### src/hdl/axil_single_pkg.sv
// Shared widths, vector types and response codes for the single-register AXI-lite front end
`default_nettype none

package axil_single_pkg;

	//////////////////////////////////////////////////////////////////////
	// Bus geometry
	//////////////////////////////////////////////////////////////////////

	// Data bus width, one word per slave
	localparam int DATA_WIDTH = 32;
	// One strobe bit per byte lane
	localparam int STRB_WIDTH = DATA_WIDTH / 8;
	// Byte offset bits, ignored by the index decode
	localparam int ADDR_LSBS = 2;

	//////////////////////////////////////////////////////////////////////
	// Vector types
	//////////////////////////////////////////////////////////////////////

	// Write data and read data, both sides
	typedef logic [DATA_WIDTH-1:0] axi_data_t;
	typedef logic [STRB_WIDTH-1:0] axi_strb_t;
	typedef logic [1:0] axi_resp_t;
	typedef logic [2:0] axi_prot_t;

	// Response encodings
	localparam axi_resp_t RESP_OKAY = 2'b00;
	localparam axi_resp_t RESP_SLVERR = 2'b10;
	// DECERR, returned for an index with no slave behind it
	localparam axi_resp_t RESP_INTERCONNECT_ERR = 2'b11;

endpackage

`default_nettype wire

### src/hdl/axil_single.sv
// AXI-lite front end serving NS single-register slaves through one-hot strobes
`timescale 1ns/10ps
`default_nettype none

module axil_single #(
	parameter int NS = 12,
	parameter int LGFLEN = 3,
	localparam int IW = (NS > 1) ? $clog2(NS) : 1,
	localparam int AW = IW + axil_single_pkg::ADDR_LSBS
) (
	input  wire					S_AXI_ACLK,
	input  wire					S_AXI_ARESETN,
	// Write address, data and response
	input  wire					i_awvalid,
	output logic					o_awready,
	input  wire [AW-1:0]				i_awaddr,
	input  wire axil_single_pkg::axi_prot_t		i_awprot,
	input  wire					i_wvalid,
	output logic					o_wready,
	input  wire axil_single_pkg::axi_data_t		i_wdata,
	input  wire axil_single_pkg::axi_strb_t		i_wstrb,
	output logic					o_bvalid,
	input  wire					i_bready,
	output axil_single_pkg::axi_resp_t		o_bresp,
	// Read address and data
	input  wire					i_arvalid,
	output logic					o_arready,
	input  wire [AW-1:0]				i_araddr,
	input  wire axil_single_pkg::axi_prot_t		i_arprot,
	output logic					o_rvalid,
	input  wire					i_rready,
	output axil_single_pkg::axi_data_t		o_rdata,
	output axil_single_pkg::axi_resp_t		o_rresp,
	// Slave side, flattened per slave
	output logic [NS-1:0]				o_m_awvalid,
	output axil_single_pkg::axi_prot_t		o_m_awprot,
	output axil_single_pkg::axi_data_t		o_m_wdata,
	output axil_single_pkg::axi_strb_t		o_m_wstrb,
	input  wire [2*NS-1:0]				i_m_bresp,
	output logic [NS-1:0]				o_m_arvalid,
	output axil_single_pkg::axi_prot_t		o_m_arprot,
	input  wire [NS*axil_single_pkg::DATA_WIDTH-1:0]	i_m_rdata,
	input  wire [2*NS-1:0]				i_m_rresp
);

	// Write and read paths run independently
	axil_single_write #(
		.NS(NS),
		.LGFLEN(LGFLEN)
	) u_write (
		.S_AXI_ACLK, .S_AXI_ARESETN,
		.i_awvalid, .o_awready, .i_awaddr, .i_awprot,
		.i_wvalid, .o_wready, .i_wdata, .i_wstrb,
		.o_bvalid, .i_bready, .o_bresp,
		.o_m_awvalid, .o_m_awprot, .o_m_wdata, .o_m_wstrb,
		.i_m_bresp
	);

	axil_single_read #(
		.NS(NS),
		.LGFLEN(LGFLEN)
	) u_read (
		.S_AXI_ACLK, .S_AXI_ARESETN,
		.i_arvalid, .o_arready, .i_araddr, .i_arprot,
		.o_rvalid, .i_rready, .o_rdata, .o_rresp,
		.o_m_arvalid, .o_m_arprot,
		.i_m_rdata, .i_m_rresp
	);

endmodule

`default_nettype wire

### src/hdl/axil_single_read.sv
// AXI-lite read path with AR acceptance, one-hot slave read strobe and queued R data
`timescale 1ns/10ps
`default_nettype none

module axil_single_read #(
	parameter int NS = 12,
	parameter int LGFLEN = 3,
	localparam int IW = (NS > 1) ? $clog2(NS) : 1,
	localparam int AW = IW + axil_single_pkg::ADDR_LSBS
) (
	input  wire					S_AXI_ACLK,
	input  wire					S_AXI_ARESETN,
	// Upstream AR and R channels
	input  wire					i_arvalid,
	output logic					o_arready,
	input  wire [AW-1:0]				i_araddr,
	input  wire axil_single_pkg::axi_prot_t		i_arprot,
	output logic					o_rvalid,
	input  wire					i_rready,
	output axil_single_pkg::axi_data_t		o_rdata,
	output axil_single_pkg::axi_resp_t		o_rresp,
	// Slave side
	output logic [NS-1:0]				o_m_arvalid,
	output axil_single_pkg::axi_prot_t		o_m_arprot,
	input  wire [NS*axil_single_pkg::DATA_WIDTH-1:0]	i_m_rdata,
	input  wire [2*NS-1:0]				i_m_rresp
);

	import axil_single_pkg::*;

	// Queue entry holds data above response
	localparam int RW = DATA_WIDTH + $bits(axi_resp_t);

	logic			ar_xfer;
	logic			r_xfer;
	logic [NS-1:0]		arsel_r;
	axi_prot_t		arprot_r;
	logic [IW-1:0]		rindex0_r;
	logic [IW-1:0]		rindex1_r;
	logic			rstage0_r;
	logic			rstage1_r;
	logic			rstage2_r;
	axi_data_t		rdata_sel;
	axi_data_t		rdata_r;
	axi_resp_t		rresp_sel;
	axi_resp_t		rresp_r;
	logic [LGFLEN:0]	rcount_r;
	logic [RW-1:0]		rfifo_out;
	logic			rempty;

	//////////////////////////////////////////////////////////////////////
	// AR acceptance and strobe
	//////////////////////////////////////////////////////////////////////

	assign o_arready = !rcount_r[LGFLEN];
	assign ar_xfer = i_arvalid && o_arready;
	assign r_xfer = o_rvalid && i_rready;

	// Strobe lasts one cycle per accepted read
	// Valid bits walk strobe, sample and push stages
	always_ff @(posedge S_AXI_ACLK)
		if (!S_AXI_ARESETN)
		begin
			arsel_r <= '0;
			rstage0_r <= 1'b0;
			rstage1_r <= 1'b0;
			rstage2_r <= 1'b0;
		end
		else
		begin
			arsel_r <= ar_xfer ? (NS'(1) << i_araddr[AW-1:ADDR_LSBS]) : '0;
			rstage0_r <= ar_xfer;
			rstage1_r <= rstage0_r;
			rstage2_r <= rstage1_r;
		end

	always_ff @(posedge S_AXI_ACLK)
		if (ar_xfer)
		begin
			rindex0_r <= i_araddr[AW-1:ADDR_LSBS];
			arprot_r <= i_arprot;
		end

	assign o_m_arvalid = arsel_r;
	assign o_m_arprot = arprot_r;

	//////////////////////////////////////////////////////////////////////
	// Data capture and R queue
	//////////////////////////////////////////////////////////////////////

	// Zero data and DECERR for an empty slot
	always_comb
	begin
		rdata_sel = '0;
		rresp_sel = RESP_INTERCONNECT_ERR;
		for (int i = 0; i < NS; i++)
			if (rindex1_r == IW'(i))
			begin
				rdata_sel = i_m_rdata[DATA_WIDTH*i +: DATA_WIDTH];
				rresp_sel = i_m_rresp[2*i +: 2];
			end
	end

	// Index trails the strobe by one stage, lining up with slave data
	always_ff @(posedge S_AXI_ACLK)
	begin
		rindex1_r <= rindex0_r;
		rdata_r <= rdata_sel;
		rresp_r <= rresp_sel;
	end

	// Outstanding reads, from AR accept to R handshake
	always_ff @(posedge S_AXI_ACLK)
		if (!S_AXI_ARESETN)
			rcount_r <= '0;
		else
			case ({ar_xfer, r_xfer})
			2'b10: rcount_r <= rcount_r + 1'b1;
			2'b01: rcount_r <= rcount_r - 1'b1;
			default: rcount_r <= rcount_r;
			endcase

	resp_fifo #(
		.WIDTH(RW),
		.LGFLEN(LGFLEN)
	) u_rfifo (
		.S_AXI_ACLK(S_AXI_ACLK),
		.S_AXI_ARESETN(S_AXI_ARESETN),
		.i_wr(rstage2_r),
		.i_data({rdata_r, rresp_r}),
		.i_rd(r_xfer),
		.o_data(rfifo_out),
		.o_empty(rempty)
	);

	assign o_rvalid = !rempty;
	assign o_rdata = rfifo_out[RW-1:2];
	assign o_rresp = rfifo_out[1:0];

endmodule

`default_nettype wire

### src/hdl/axil_single_write.sv
// AXI-lite write path with AW/W acceptance, one-hot slave write strobe and queued B response
`timescale 1ns/10ps
`default_nettype none

module axil_single_write #(
	parameter int NS = 12,
	parameter int LGFLEN = 3,
	localparam int IW = (NS > 1) ? $clog2(NS) : 1,
	localparam int AW = IW + axil_single_pkg::ADDR_LSBS
) (
	input  wire				S_AXI_ACLK,
	input  wire				S_AXI_ARESETN,
	// Upstream AW, W and B channels
	input  wire				i_awvalid,
	output logic				o_awready,
	input  wire [AW-1:0]			i_awaddr,
	input  wire axil_single_pkg::axi_prot_t	i_awprot,
	input  wire				i_wvalid,
	output logic				o_wready,
	input  wire axil_single_pkg::axi_data_t	i_wdata,
	input  wire axil_single_pkg::axi_strb_t	i_wstrb,
	output logic				o_bvalid,
	input  wire				i_bready,
	output axil_single_pkg::axi_resp_t	o_bresp,
	// Slave side
	output logic [NS-1:0]			o_m_awvalid,
	output axil_single_pkg::axi_prot_t	o_m_awprot,
	output axil_single_pkg::axi_data_t	o_m_wdata,
	output axil_single_pkg::axi_strb_t	o_m_wstrb,
	input  wire [2*NS-1:0]			i_m_bresp
);

	import axil_single_pkg::*;

	logic			aw_xfer;
	logic			w_xfer;
	logic			b_xfer;
	logic			wready_r;
	logic [NS-1:0]		awsel_r;
	logic [IW-1:0]		windex_r;
	axi_prot_t		awprot_r;
	logic [IW-1:0]		bindex_r;
	logic			bstage0_r;
	logic			bstage1_r;
	axi_resp_t		bresp_sel;
	axi_resp_t		bresp_r;
	logic [LGFLEN:0]	wcount_r;
	logic			bempty;

	//////////////////////////////////////////////////////////////////////
	// AW and W acceptance
	//////////////////////////////////////////////////////////////////////

	// Take a new address once the pending one meets its data, count not full
	assign o_awready = (!wready_r || i_wvalid) && !wcount_r[LGFLEN];
	assign aw_xfer = i_awvalid && o_awready;
	assign w_xfer = i_wvalid && wready_r;
	assign b_xfer = o_bvalid && i_bready;

	// One-hot select held until the W beat; out of range decodes to zero
	always_ff @(posedge S_AXI_ACLK)
		if (!S_AXI_ARESETN)
		begin
			wready_r <= 1'b0;
			awsel_r <= '0;
		end
		else if (aw_xfer)
		begin
			wready_r <= 1'b1;
			awsel_r <= NS'(1) << i_awaddr[AW-1:ADDR_LSBS];
		end
		else if (i_wvalid)
		begin
			wready_r <= 1'b0;
			awsel_r <= '0;
		end

	always_ff @(posedge S_AXI_ACLK)
		if (aw_xfer)
		begin
			windex_r <= i_awaddr[AW-1:ADDR_LSBS];
			awprot_r <= i_awprot;
		end

	// Slave writes in the W transfer cycle
	assign o_wready = wready_r;
	assign o_m_awvalid = i_wvalid ? awsel_r : '0;
	assign o_m_awprot = awprot_r;
	assign o_m_wdata = i_wdata;
	assign o_m_wstrb = i_wstrb;

	//////////////////////////////////////////////////////////////////////
	// Response capture
	//////////////////////////////////////////////////////////////////////

	// Stage 0 marks the W beat, stage 1 pushes the sampled response
	always_ff @(posedge S_AXI_ACLK)
		if (!S_AXI_ARESETN)
		begin
			bstage0_r <= 1'b0;
			bstage1_r <= 1'b0;
		end
		else
		begin
			bstage0_r <= w_xfer;
			bstage1_r <= bstage0_r;
		end

	// Pick the addressed slave's response, DECERR when there is none
	always_comb
	begin
		bresp_sel = RESP_INTERCONNECT_ERR;
		for (int i = 0; i < NS; i++)
			if (bindex_r == IW'(i))
				bresp_sel = i_m_bresp[2*i +: 2];
	end

	always_ff @(posedge S_AXI_ACLK)
	begin
		bindex_r <= windex_r;
		bresp_r <= bresp_sel;
	end

	// Outstanding writes, from AW accept to B handshake
	always_ff @(posedge S_AXI_ACLK)
		if (!S_AXI_ARESETN)
			wcount_r <= '0;
		else
			case ({aw_xfer, b_xfer})
			2'b10: wcount_r <= wcount_r + 1'b1;
			2'b01: wcount_r <= wcount_r - 1'b1;
			default: wcount_r <= wcount_r;
			endcase

	// B queue, cannot overflow while the count gates AW
	resp_fifo #(
		.WIDTH($bits(axi_resp_t)),
		.LGFLEN(LGFLEN)
	) u_bfifo (
		.S_AXI_ACLK(S_AXI_ACLK),
		.S_AXI_ARESETN(S_AXI_ARESETN),
		.i_wr(bstage1_r),
		.i_data(bresp_r),
		.i_rd(b_xfer),
		.o_data(o_bresp),
		.o_empty(bempty)
	);

	assign o_bvalid = !bempty;

endmodule

`default_nettype wire

### src/hdl/resp_fifo.sv
// Synchronous response FIFO with a registered read port, sized by width and log2 depth
`timescale 1ns/10ps
`default_nettype none

module resp_fifo #(
	parameter int WIDTH = 2,
	parameter int LGFLEN = 3
) (
	input  wire			S_AXI_ACLK,
	input  wire			S_AXI_ARESETN,
	input  wire			i_wr,
	input  wire [WIDTH-1:0]		i_data,
	input  wire			i_rd,
	output logic [WIDTH-1:0]	o_data,
	output logic			o_empty
);

	// Storage array, 2^LGFLEN entries
	logic [WIDTH-1:0]	mem [0:(1<<LGFLEN)-1];
	// Pointers carry one extra bit so a full queue differs from an empty one
	logic [LGFLEN:0]	wr_ptr;
	logic [LGFLEN:0]	rd_ptr;
	logic [LGFLEN:0]	rd_next;
	logic			pop;

	// Only pop what is actually presented
	assign pop = i_rd && !o_empty;
	assign rd_next = rd_ptr + (LGFLEN+1)'(pop);

	//////////////////////////////////////////////////////////////////////
	// Write side
	//////////////////////////////////////////////////////////////////////

	always_ff @(posedge S_AXI_ACLK)
		if (i_wr)
			mem[wr_ptr[LGFLEN-1:0]] <= i_data;

	always_ff @(posedge S_AXI_ACLK)
		if (!S_AXI_ARESETN)
			wr_ptr <= '0;
		else if (i_wr)
			wr_ptr <= wr_ptr + 1'b1;

	//////////////////////////////////////////////////////////////////////
	// Read side
	//////////////////////////////////////////////////////////////////////

	always_ff @(posedge S_AXI_ACLK)
		if (!S_AXI_ARESETN)
			rd_ptr <= '0;
		else
			rd_ptr <= rd_next;

	// Compared against the old write pointer
	// A new entry shows up one cycle after it is written
	always_ff @(posedge S_AXI_ACLK)
		if (!S_AXI_ARESETN)
			o_empty <= 1'b1;
		else
			o_empty <= (rd_next == wr_ptr);

	// Registered head of queue, follows the pointer after any pop
	always_ff @(posedge S_AXI_ACLK)
		o_data <= mem[rd_next[LGFLEN-1:0]];

endmodule

`default_nettype wire

### config.mk
export PLATFORM = sky130hd
export DESIGN_NAME = axil_single
export DESIGN_NICKNAME = d
export VERILOG_FILES = /design/src/hdl/axil_single_pkg.sv /design/src/hdl/axil_single.sv /design/src/hdl/axil_single_read.sv /design/src/hdl/axil_single_write.sv /design/src/hdl/resp_fifo.sv
export SDC_FILE = /design/constraint.sdc
export NUM_CORES = 1
export LEC_CHECK = 0
export BUFFER_PORTS_ARGS = -buffer_cell sky130_fd_sc_hd__buf_2
export CORE_MARGIN = 4
export CORE_UTILIZATION = 35
export CTS_BUF_LIST = sky130_fd_sc_hd__clkbuf_4
export DETAILED_ROUTE_END_ITERATION = 10
export GPL_ROUTABILITY_DRIVEN = 1
export PLACE_DENSITY = 0.63
export SLEW_MARGIN = 20
export SYNTH_ARGS = -nofsm -noshare
export SYNTH_HDL_FRONTEND = slang
export SYNTH_SLANG_ARGS = --single-unit
### constraint.sdc
create_clock -name S_AXI_ACLK -period 5.85 [get_ports S_AXI_ACLK]
set_input_delay 0.585 -clock S_AXI_ACLK [delete_from_list [all_inputs] [get_ports S_AXI_ACLK]]
set_output_delay 0.585 -clock S_AXI_ACLK [all_outputs]
set_load 0.1 [all_outputs]
; Yosys cells after proc, flatten, opt, wreduce, memory -nomap -nowiden
; Memory sizes are Yosys's and may differ from the RTL's. A register that Yosys moved wholly into a read port is not among the register bits.
; Cells that the tools add are included.
[word_totals]
reg_bits = 114
ramBits = 288
inputBits = 493
out_inout_bits = 107
elab_cells = 132
n_memories = 2
[mem_list]
columns = memory, depth, word_bits, read_ports, rd_clocked_by_memory_dff, wr, line
row1 = u_read.u_rfifo.mem, 8, 34, 1, 1, 1, resp_fifo.sv:19  ; logic [WIDTH-1:0] mem [0:(1<<LGFLEN)-1];
row2 = u_write.u_bfifo.mem, 8, 2, 1, 1, 1, resp_fifo.sv:19
[op_classes]
add_sub_neg = 8
eq_ne = 28
shifts = 2
n_mux = 47
n_reduce_logical = 20
[ops]
columns = op, count
row1 = 2-to-1 mux 32 bit, 12
row2 = 2-to-1 mux 2 bit, 24
row3 = 2-to-1 mux 12 bit, 3
row4 = "== test 4 x 3 -> 1 bit, second input constant", 8
row5 = "== test 4 bit, second input constant", 8
row6 = "<< shifter 1 x 4 -> 12 bit, first input constant", 2
row7 = "adder 4 x 1 -> 4 bit, second input constant", 4
row8 = "== test 4 x 2 -> 1 bit, second input constant", 4
row9 = case mux 4 bit (2 select lines), 2
row10 = adder 4 x 1 -> 4 bit, 2
row11 = "== test 4 x 1 -> 1 bit, second input constant", 2
row12 = == test 4 bit, 2
row13 = logical AND 1 bit, 8
row14 = logical NOT 4 bit, 2
row15 = "subtractor 4 x 1 -> 4 bit, second input constant", 2
row16 = 2-to-1 mux 1 bit, 6
row17 = nonzero test 2 bit, 3
row18 = logical NOT 1 bit, 5
row19 = "== test 2 x 1 -> 1 bit, second input constant", 2
row20 = "== test 2 bit, second input constant", 2
row21 = AND reduction 2 bit, 1
row22 = logical OR 1 bit, 1

; Logic depth before layout (Yosys ltp)
; Gate-level depths: netlist (run 1).
[logic_depth]
ltp_word = 13
mapped_depth = 9
mapped_depth_nobuf = 9

; Modules after synthesis
; From an unflattened synthesis (run 1), not the netlist that was laid out.
[unflattened]
hier_cells = 1569
area_unflattened_um2 = 20363.3
[by_module_without_submodules]
columns = mod, n_inst, cells_each, area_per_inst_um2, seq_area_each_um2
row1 = resp_fifo at u_read.u_rfifo, 1, 715, 11898.9, 9028.7
row2 = axil_single_read, 1, 590, 5491.5, 1351.3
row3 = axil_single_write, 1, 188, 1850.5, 710.7
row4 = resp_fifo at u_write.u_bfifo, 1, 76, 1122.3, 700.7

; Worst setup path before layout (run 1)
; Ideal clock, no wire load.
[synth_timing]
path_kind = reg2reg
from = register u_read.u_rfifo.wr_ptr[0]
to = memory u_read.u_rfifo.mem[0][0] (netlist bit) (enable)
setup_ns = 0.467
arrival_time_ns = 2.877
required_ns = 5.383
slack_ns = 2.505
path_stages_with_launch = 3
n_path_buf = 0
synth_period_minus_slack_ns = 3.345
cell_sequence = dfxtp_1 nand2b_1 nor3_1
[synth_lines]
columns = element, line
row1 = "start, declared", resp_fifo.sv:21  ; logic [LGFLEN:0] wr_ptr;
row2 = "start signal, assigned", resp_fifo.sv:42  ; wr_ptr <= wr_ptr + 1'b1;
row3 = "end, declared", resp_fifo.sv:19
; No word-level cell before the write port.

; Final worst setup path (run 1)
[layout_timing]
from = register u_read.rindex1_r[2]
to = register u_read.rdata_r[3]
[layout_between]
elab_chain_len = 13
word_cells_on_any_way = 24
classes_between = eq/ne (11) / mux (12) / reduce/logical (1)
[layout_lines]
columns = element, line
row1 = "start, declared", axil_single_read.sv:39  ; logic [IW-1:0] rindex1_r;
row2 = "start signal, assigned", axil_single_read.sv:107  ; rindex1_r <= rindex0_r;
row3 = logical NOT 4 bit, axil_single_read.sv:97  ; if (rindex1_r == IW'(i))
row4 = 2-to-1 mux 32 bit (11 in a row), axil_single_read.sv:97
row5 = 2-to-1 mux 32 bit *, axil_single_read.sv:97
row6 = via u_read.rdata_sel[3], axil_single_read.sv:43  ; axi_data_t rdata_sel;
row7 = "end signal, assigned", axil_single_read.sv:108  ; rdata_r <= rdata_sel;
row8 = "end, declared", axil_single_read.sv:44  ; axi_data_t rdata_r;
; Mark *: on every way through the listed nets, which the timed path passes. The rest lies on a longest branch.
; A chain may end at the register's enable or synchronous reset.

==> metrics.cfg, run 1 <==
[worst_setup_path]
crit_type=register to register
critPathMaxStageDelay_ns=0.78
startpoint_type=register
cp-end-kind=register
cp_max_fo=93
worstPathRequired_ns=6.53
critPathSlowestCell=buf_4
r2r_start=u_read.rindex1_r[2]
arrival_ns=3.93
setup.worst_path.start=u_read.rindex1_r[2]
path_cells=buf_4, or3_4, o22ai_1, nor3_1, o21ai_0, o211a_1

[global_route]
antenna_found_initial=14
grt_max_degree=135
first_global_vias=15890
overflow=0
grt_usage=0.2067
grt_pass1_wl_microns=98040

[pwr]
p_leak_uw=0.009827
powerDensity_nw_per_um2=285.7
ir_worst_vdd_mv=0.1294
p_total_uw=7184

[cts]
cts_hold_buf=16
cts-root-buf=clkbuf_4
clk_pin_slew_ns=0.07
cts.sinks=438
htreeDepth=3
clk_path_buf_depth=3
post_cts_buffers=0
insertion_delay_ns=0.83
cts_resized=0
cts_tree=built
numCtsBuffers=108

[routing]
dr_total_vias=15290
drt-initial-drc-count=1107
vias_per_cell=5.255
ant_nets=0
routed_wl_microns=67410
drtPass1Iterations=5
wl_per_cell_microns=23.17
route.detailed.drc=0

[final_layout]
seqCellArea_sq_um=11800
nFillCells=5354
drive_above_1_share=0.4249
nNetsFinal=2555
area_growth_pct=22.72
multi_input_area_sq_um=7826

[synth]
syn_inst=1529
synth_edf_count=302
netlist_area_sq_um=20490
ys_ff_latch=438
ys_types=67
ys_warn_count=0
syn_nets=2036
ys_seq_area_frac=0.5755
synth_flop_cell=edfxtp_1
yosys.area.top_type_share=0.4426
synth_area_leader_cell=edfxtp_1
syn_avg_cell_area_sq_um=13.40
synth-async-reset-ratio=0
synth_area_leaders=edfxtp_1, dfxtp_1, mux4_2

[die]
start_util=0.3545
io_pins=600
rows=88
coreArea_sq_um=57810
die_w_microns=250.0
die_h_microns=250.0
dieArea_sq_um=62480

[run]
drv_cap=0

[sta]
maxSlewViolCount=0
clock_skew_ns=0.05863
tns_ns=0
min_period_ns=3.251
worst_pin_slew_ns=1.114
fmax_ghz=0.3076
finalSetupViolCount=0
rsz0062_at_grt=no
slew_headroom=0.2570
final-hold-violation-count=0
post-route-period-util=0.5556

[placement]
portBuffers=523
globalplace.congestion=0.9207
dp_hpwl_microns=49370

[min_path]
worstHoldStart=i_m_rdata[352]
worstHoldPathType=primary input to register

[outcome]
status=finished, final reports clean

## layout make-up
class | instances | area share
inverter | 23 | 0.003433
antenna | 7 | 0.0006966
clock inverter | 33 | 0.01015
timing repair buffer | 559 | 0.1174
sequential | 438 | 0.4694
tap | 765 | 0.03807
multi-input combinational | 918 | 0.3112
clock buffer | 166 | 0.04956
## critical path: cells and delay by family, from the launching register on
family	cells	cell delay, ns
flops	1	0.67
simple gates	2	1.08
buf+inv	1	0.78
compound gates	3	0.47
## worst paths after layout
path                    endpoint  slack [ns]  cells past startpoint
min            u_read.rdata_r[0]        0.16                      3
min reg2reg  u_read.rindex1_r[2]        0.32                      0
max reg2reg    u_read.rdata_r[3]        2.60                      6
max            u_read.rdata_r[3]        2.60                      6
## layout by cell type, fill, tap and decap left out, types with 13 or more instances in the layout
cell type,count
mux4_2,88
buf_2,523
o211a_1,20
nor2_1,53
o21ai_0,113
nand2_1,42
o211ai_1,20
xor2_1,13
nor2b_1,49
nor3_1,26
a22oi_1,35
o22ai_1,32
mux2_2,58
a21oi_1,84
buf_4,18
nand4b_1,20
clkinv_1,18
inv_1,22
dlygate4sd3_1,16
clkbuf_4,166
edfxtp_1,302
mux2i_1,69
nand2b_1,18
dfxtp_1,132
and2_1,35
## synth_stat cells (8+ instances only)
master,instances
nor2b_1,51
o211a_1,20
o211ai_1,20
a21o_1,9
xnor2_1,8
buf_6,9
o22ai_1,32
a21oi_2,10
edfxtp_1,302
mux4_2,88
mux2_2,58
buf_4,48
nand4b_1,20
o2bb2ai_1,10
o21ai_0,113
clkbuf_1,43
buf_2,46
nand2_1,42
nor2_1,59
inv_1,22
mux2i_1,69
and2_1,35
ha_1,12
a21oi_1,84
nand2b_1,18
a22oi_1,35
xor2_1,14
nor3_1,28
dfxtp_1,136
## report_power, final
group          leakage, uW  switching [uW]  internal (uW)
sequential         0.00388             130           3450
clock             0.000890            1210           1480
combinational      0.00506             554            370
## flip-flops by register name, indices dropped and copies added, names as in the netlist, 2 cells and up
name	cells
u_read.rcount_r	4
u_read.rresp_r	2
u_read.u_rfifo.wr_ptr	4
u_read.o_m_arvalid	12
u_write.bindex_r	4
u_write.u_bfifo.o_data	2
u_write.windex_r	4
u_write.u_bfifo.wr_ptr	4
u_write.wcount_r	4
u_read.rdata_r	32
u_write.awsel_r	12
u_write.o_m_awprot	3
u_read.rindex1_r	4
u_read.u_rfifo.rd_ptr	4
u_read.u_rfifo.mem	272
u_write.u_bfifo.mem	16
u_read.u_rfifo.o_data	34
u_write.bresp_r	2
u_write.u_bfifo.rd_ptr	4
u_read.o_m_arprot	3
u_read.rindex0_r	4
## metrics by stage
stage	util	cells	hold WS (ns)	area [sq um]	setup WS, ns
after floorplan	-	1529	0.3233	20490	2.505
after detailed placement	0.4060	2687	0.3259	23470	2.388
final	0.4350	2909	0.1614	25150	2.599
after global placement	0.4060	2687	0.3241	23470	2.432
after CTS	0.4347	2902	0.07353	25130	2.642
after global routing	0.4350	2908	0.09637	25140	2.435
## logic make-up (layout without fill, tap and decap cells)
logic type / count (synthesis) / in the layout / share of synthesized area
AND/OR/NAND/NOR: 287 / 287 / 0.07780
adder cells (fa/ha/maj): 14 / 14 / 0.009282
XOR/XNOR: 22 / 22 / 0.009404
flip-flops: 438 / 438 / 0.5755
AO/OA/AOI/OAI: 380 / 380 / 0.1183
other: 0 / 7 / 0
buffers and inverters: 173 / 781 / 0.04739
multiplexers: 215 / 215 / 0.1623
## layer usage
metal	vias to the layer above	track usage	part of all wire
met5	-	0.006178	0.0019
met4	12	0.06927	0.026
met3	103	0.05690	0.078
met2	705	0.3364	0.48
met1	7494	0.2679	0.42
li1	6973	-	-
Power figures use the tool's default switching activity.
==> run 2, diff against run 1 <==
==> constraint.sdc (replaced) <==
create_clock -name S_AXI_ACLK -period 3.08 [get_ports S_AXI_ACLK]
set_input_delay 0.308 -clock S_AXI_ACLK [delete_from_list [all_inputs] [get_ports S_AXI_ACLK]]
set_output_delay 0.308 -clock S_AXI_ACLK [all_outputs]
set_load 0.1 [all_outputs]
==> run 2 against run 1 <==
Compared with the run above: maximum frequency increased by 8.0%; via count grew 2.9%; sequential cell count did not move; cell count rose by 3.8%; sequential share of layout area fell by 2.1 points; critical path depth rose by 1; total power increased by 89%.
==> metrics.cfg, run 2 (synthesis results as in run 1) <==
[cts]
clk_path_buf_depth=3
insertion_delay_ns=0.81
cts_tree=built
clk_pin_slew_ns=0.06
cts-root-buf=clkbuf_4
numCtsBuffers=104
htreeDepth=3
cts.sinks=438

[die]
die_w_microns=250.0
start_util=0.3545
rows=88
io_pins=600
dieArea_sq_um=62480
coreArea_sq_um=57810
die_h_microns=250.0

[final_layout]
final_cell_mix=buf_2, edfxtp_1, clkbuf_4
area_growth_pct=28.52
final_common_cell=buf_2
largest_register_ffs=272
nNetsFinal=2669
drive_above_1_share=0.4096
fin_util=0.4555
fin_area_sq_um=26330

[worst_setup_path]
cp_max_fo=27
arrival_ns=3.68
r2r_start=u_read.rindex1_r[2]
startpoint_type=register
rr_endpoint=u_read.rdata_r[24]
setup.worst_path.start=u_read.rindex1_r[2]
r2r_slack_ns=0.07
ff2ff_path_depth=7
endpoint=u_read.rdata_r[24]
cp-end-kind=register
worstPathRequired_ns=3.75
crit_type=register to register

[sta]
worst_pin_slew_ns=0.6923
rsz0062_at_grt=no
fmax_ghz=0.3322
tns_ns=0
finalSetupViolCount=0
slew_headroom=0.5368
clock_skew_ns=0.07000
final-hold-violation-count=0
post-route-period-util=0.9774
maxSlewViolCount=0
min_period_ns=3.010

[routing]
routed_wl_microns=66900
vias_per_cell=5.213
wl_per_cell_microns=22.16
dr_total_vias=15740
drt-initial-drc-count=1133
route.detailed.drc=0
drtPass1Iterations=5
ant_nets=0

[min_path]
worstHoldPathType=primary input to register

[global_route]
grt_max_degree=77
first_global_vias=16670
overflow=0
antenna_found_initial=12
grt_pass1_wl_microns=99880
grt_usage=0.2067

[pwr]
powerDensity_nw_per_um2=515.7
ir_worst_vdd_mv=0.2458
p_leak_uw=0.01029

[placement]
placed_cell_area_sq_um=23730
dp_hpwl_microns=49680
globalplace.congestion=0.9561
portBuffers=523

[run]
drv_cap=0

[outcome]
status=finished, final reports clean

[run 2: changes by cell type in the layout (fill, tap and decap cells not counted), sizes merged]
cell	change
buf	+19
bufinv	-1
clkbuf	-8
clkinv	+5
diode	-4
dlygate4sd3	+99
[run 2: stage by stage]
step / total power, uW / instances / hold slack (ns) / setup slack, ns
2_1_floorplan: 8151 / 1529 / 0.3233 / 0.4146
3_3_place_gp: 8643 / 2706 / 0.3226 / 0.5811
3_5_place_dp: 8681 / 2706 / 0.3267 / 0.5755
4_1_cts: 13770 / 3016 / 0.003399 / 0.1074
5_1_grt: 14280 / 3018 / 0.03999 / 0.01730
6_report: 13580 / 3019 / 0.1154 / 0.06973
[run 2: final cells by class]
type	count	area, sq um
clock buffers	158	1186
multi-input cells	918	7845
diodes	3	7.507
inverters	23	86.33
repair buffers	677	4199
well taps	765	957.2
clock inverters	37	247.7
flip-flops and latches	438	11800
fillers	5252	31470
[run 2: metal layers]
layer / vias up / track usage / part of all wire
li1: 7190 / - / -
met1: 7739 / 0.2632 / 0.41
met2: 687 / 0.3450 / 0.49
met3: 109 / 0.05377 / 0.073
met4: 12 / 0.06784 / 0.027
met5: - / 0.006950 / 0.0020
[run 2: worst min-delay path by stage]
stage          slack [ns]                start             endpoint  cells after the start
3_5_place_dp         0.33  u_read.rindex0_r[1]  u_read.rindex1_r[1]                      0
3_3_place_gp         0.32  u_read.rindex0_r[0]  u_read.rindex1_r[0]                      0
2_1_floorplan        0.32  u_read.rindex0_r[0]  u_read.rindex1_r[0]                      0
5_1_grt              0.04       i_m_rdata[196]    u_read.rdata_r[4]                      4
4_1_cts             0.003       i_m_rdata[179]   u_read.rdata_r[19]                      4
6_report             0.12       i_m_rdata[336]   u_read.rdata_r[16]                      4
[run 2: report_power, final]
group          switching (uW)  internal, uW
clock network            2240          2620
logic                    1090           842
registers                 233          6550
total                    3570         10000
[run 2: critical path, stage by stage (launching register included)]
cell           delay [ns]
dfxtp_4              0.50
buf_4                0.37
nand3b_1             0.36
o21ai_0              0.29
a21oi_1              0.09
dlygate4sd3_1        0.56
a22o_1               0.19
dlygate4sd3_1        0.56
[run 2: what timing repair did]
item                                    4_1_cts  5_1_grt
resized for setup                             0        1
hold endpoints to repair                     81        0
hold buffers                                115        0
setup buffers                                 0        0
endpoints found under the setup margin        0        1
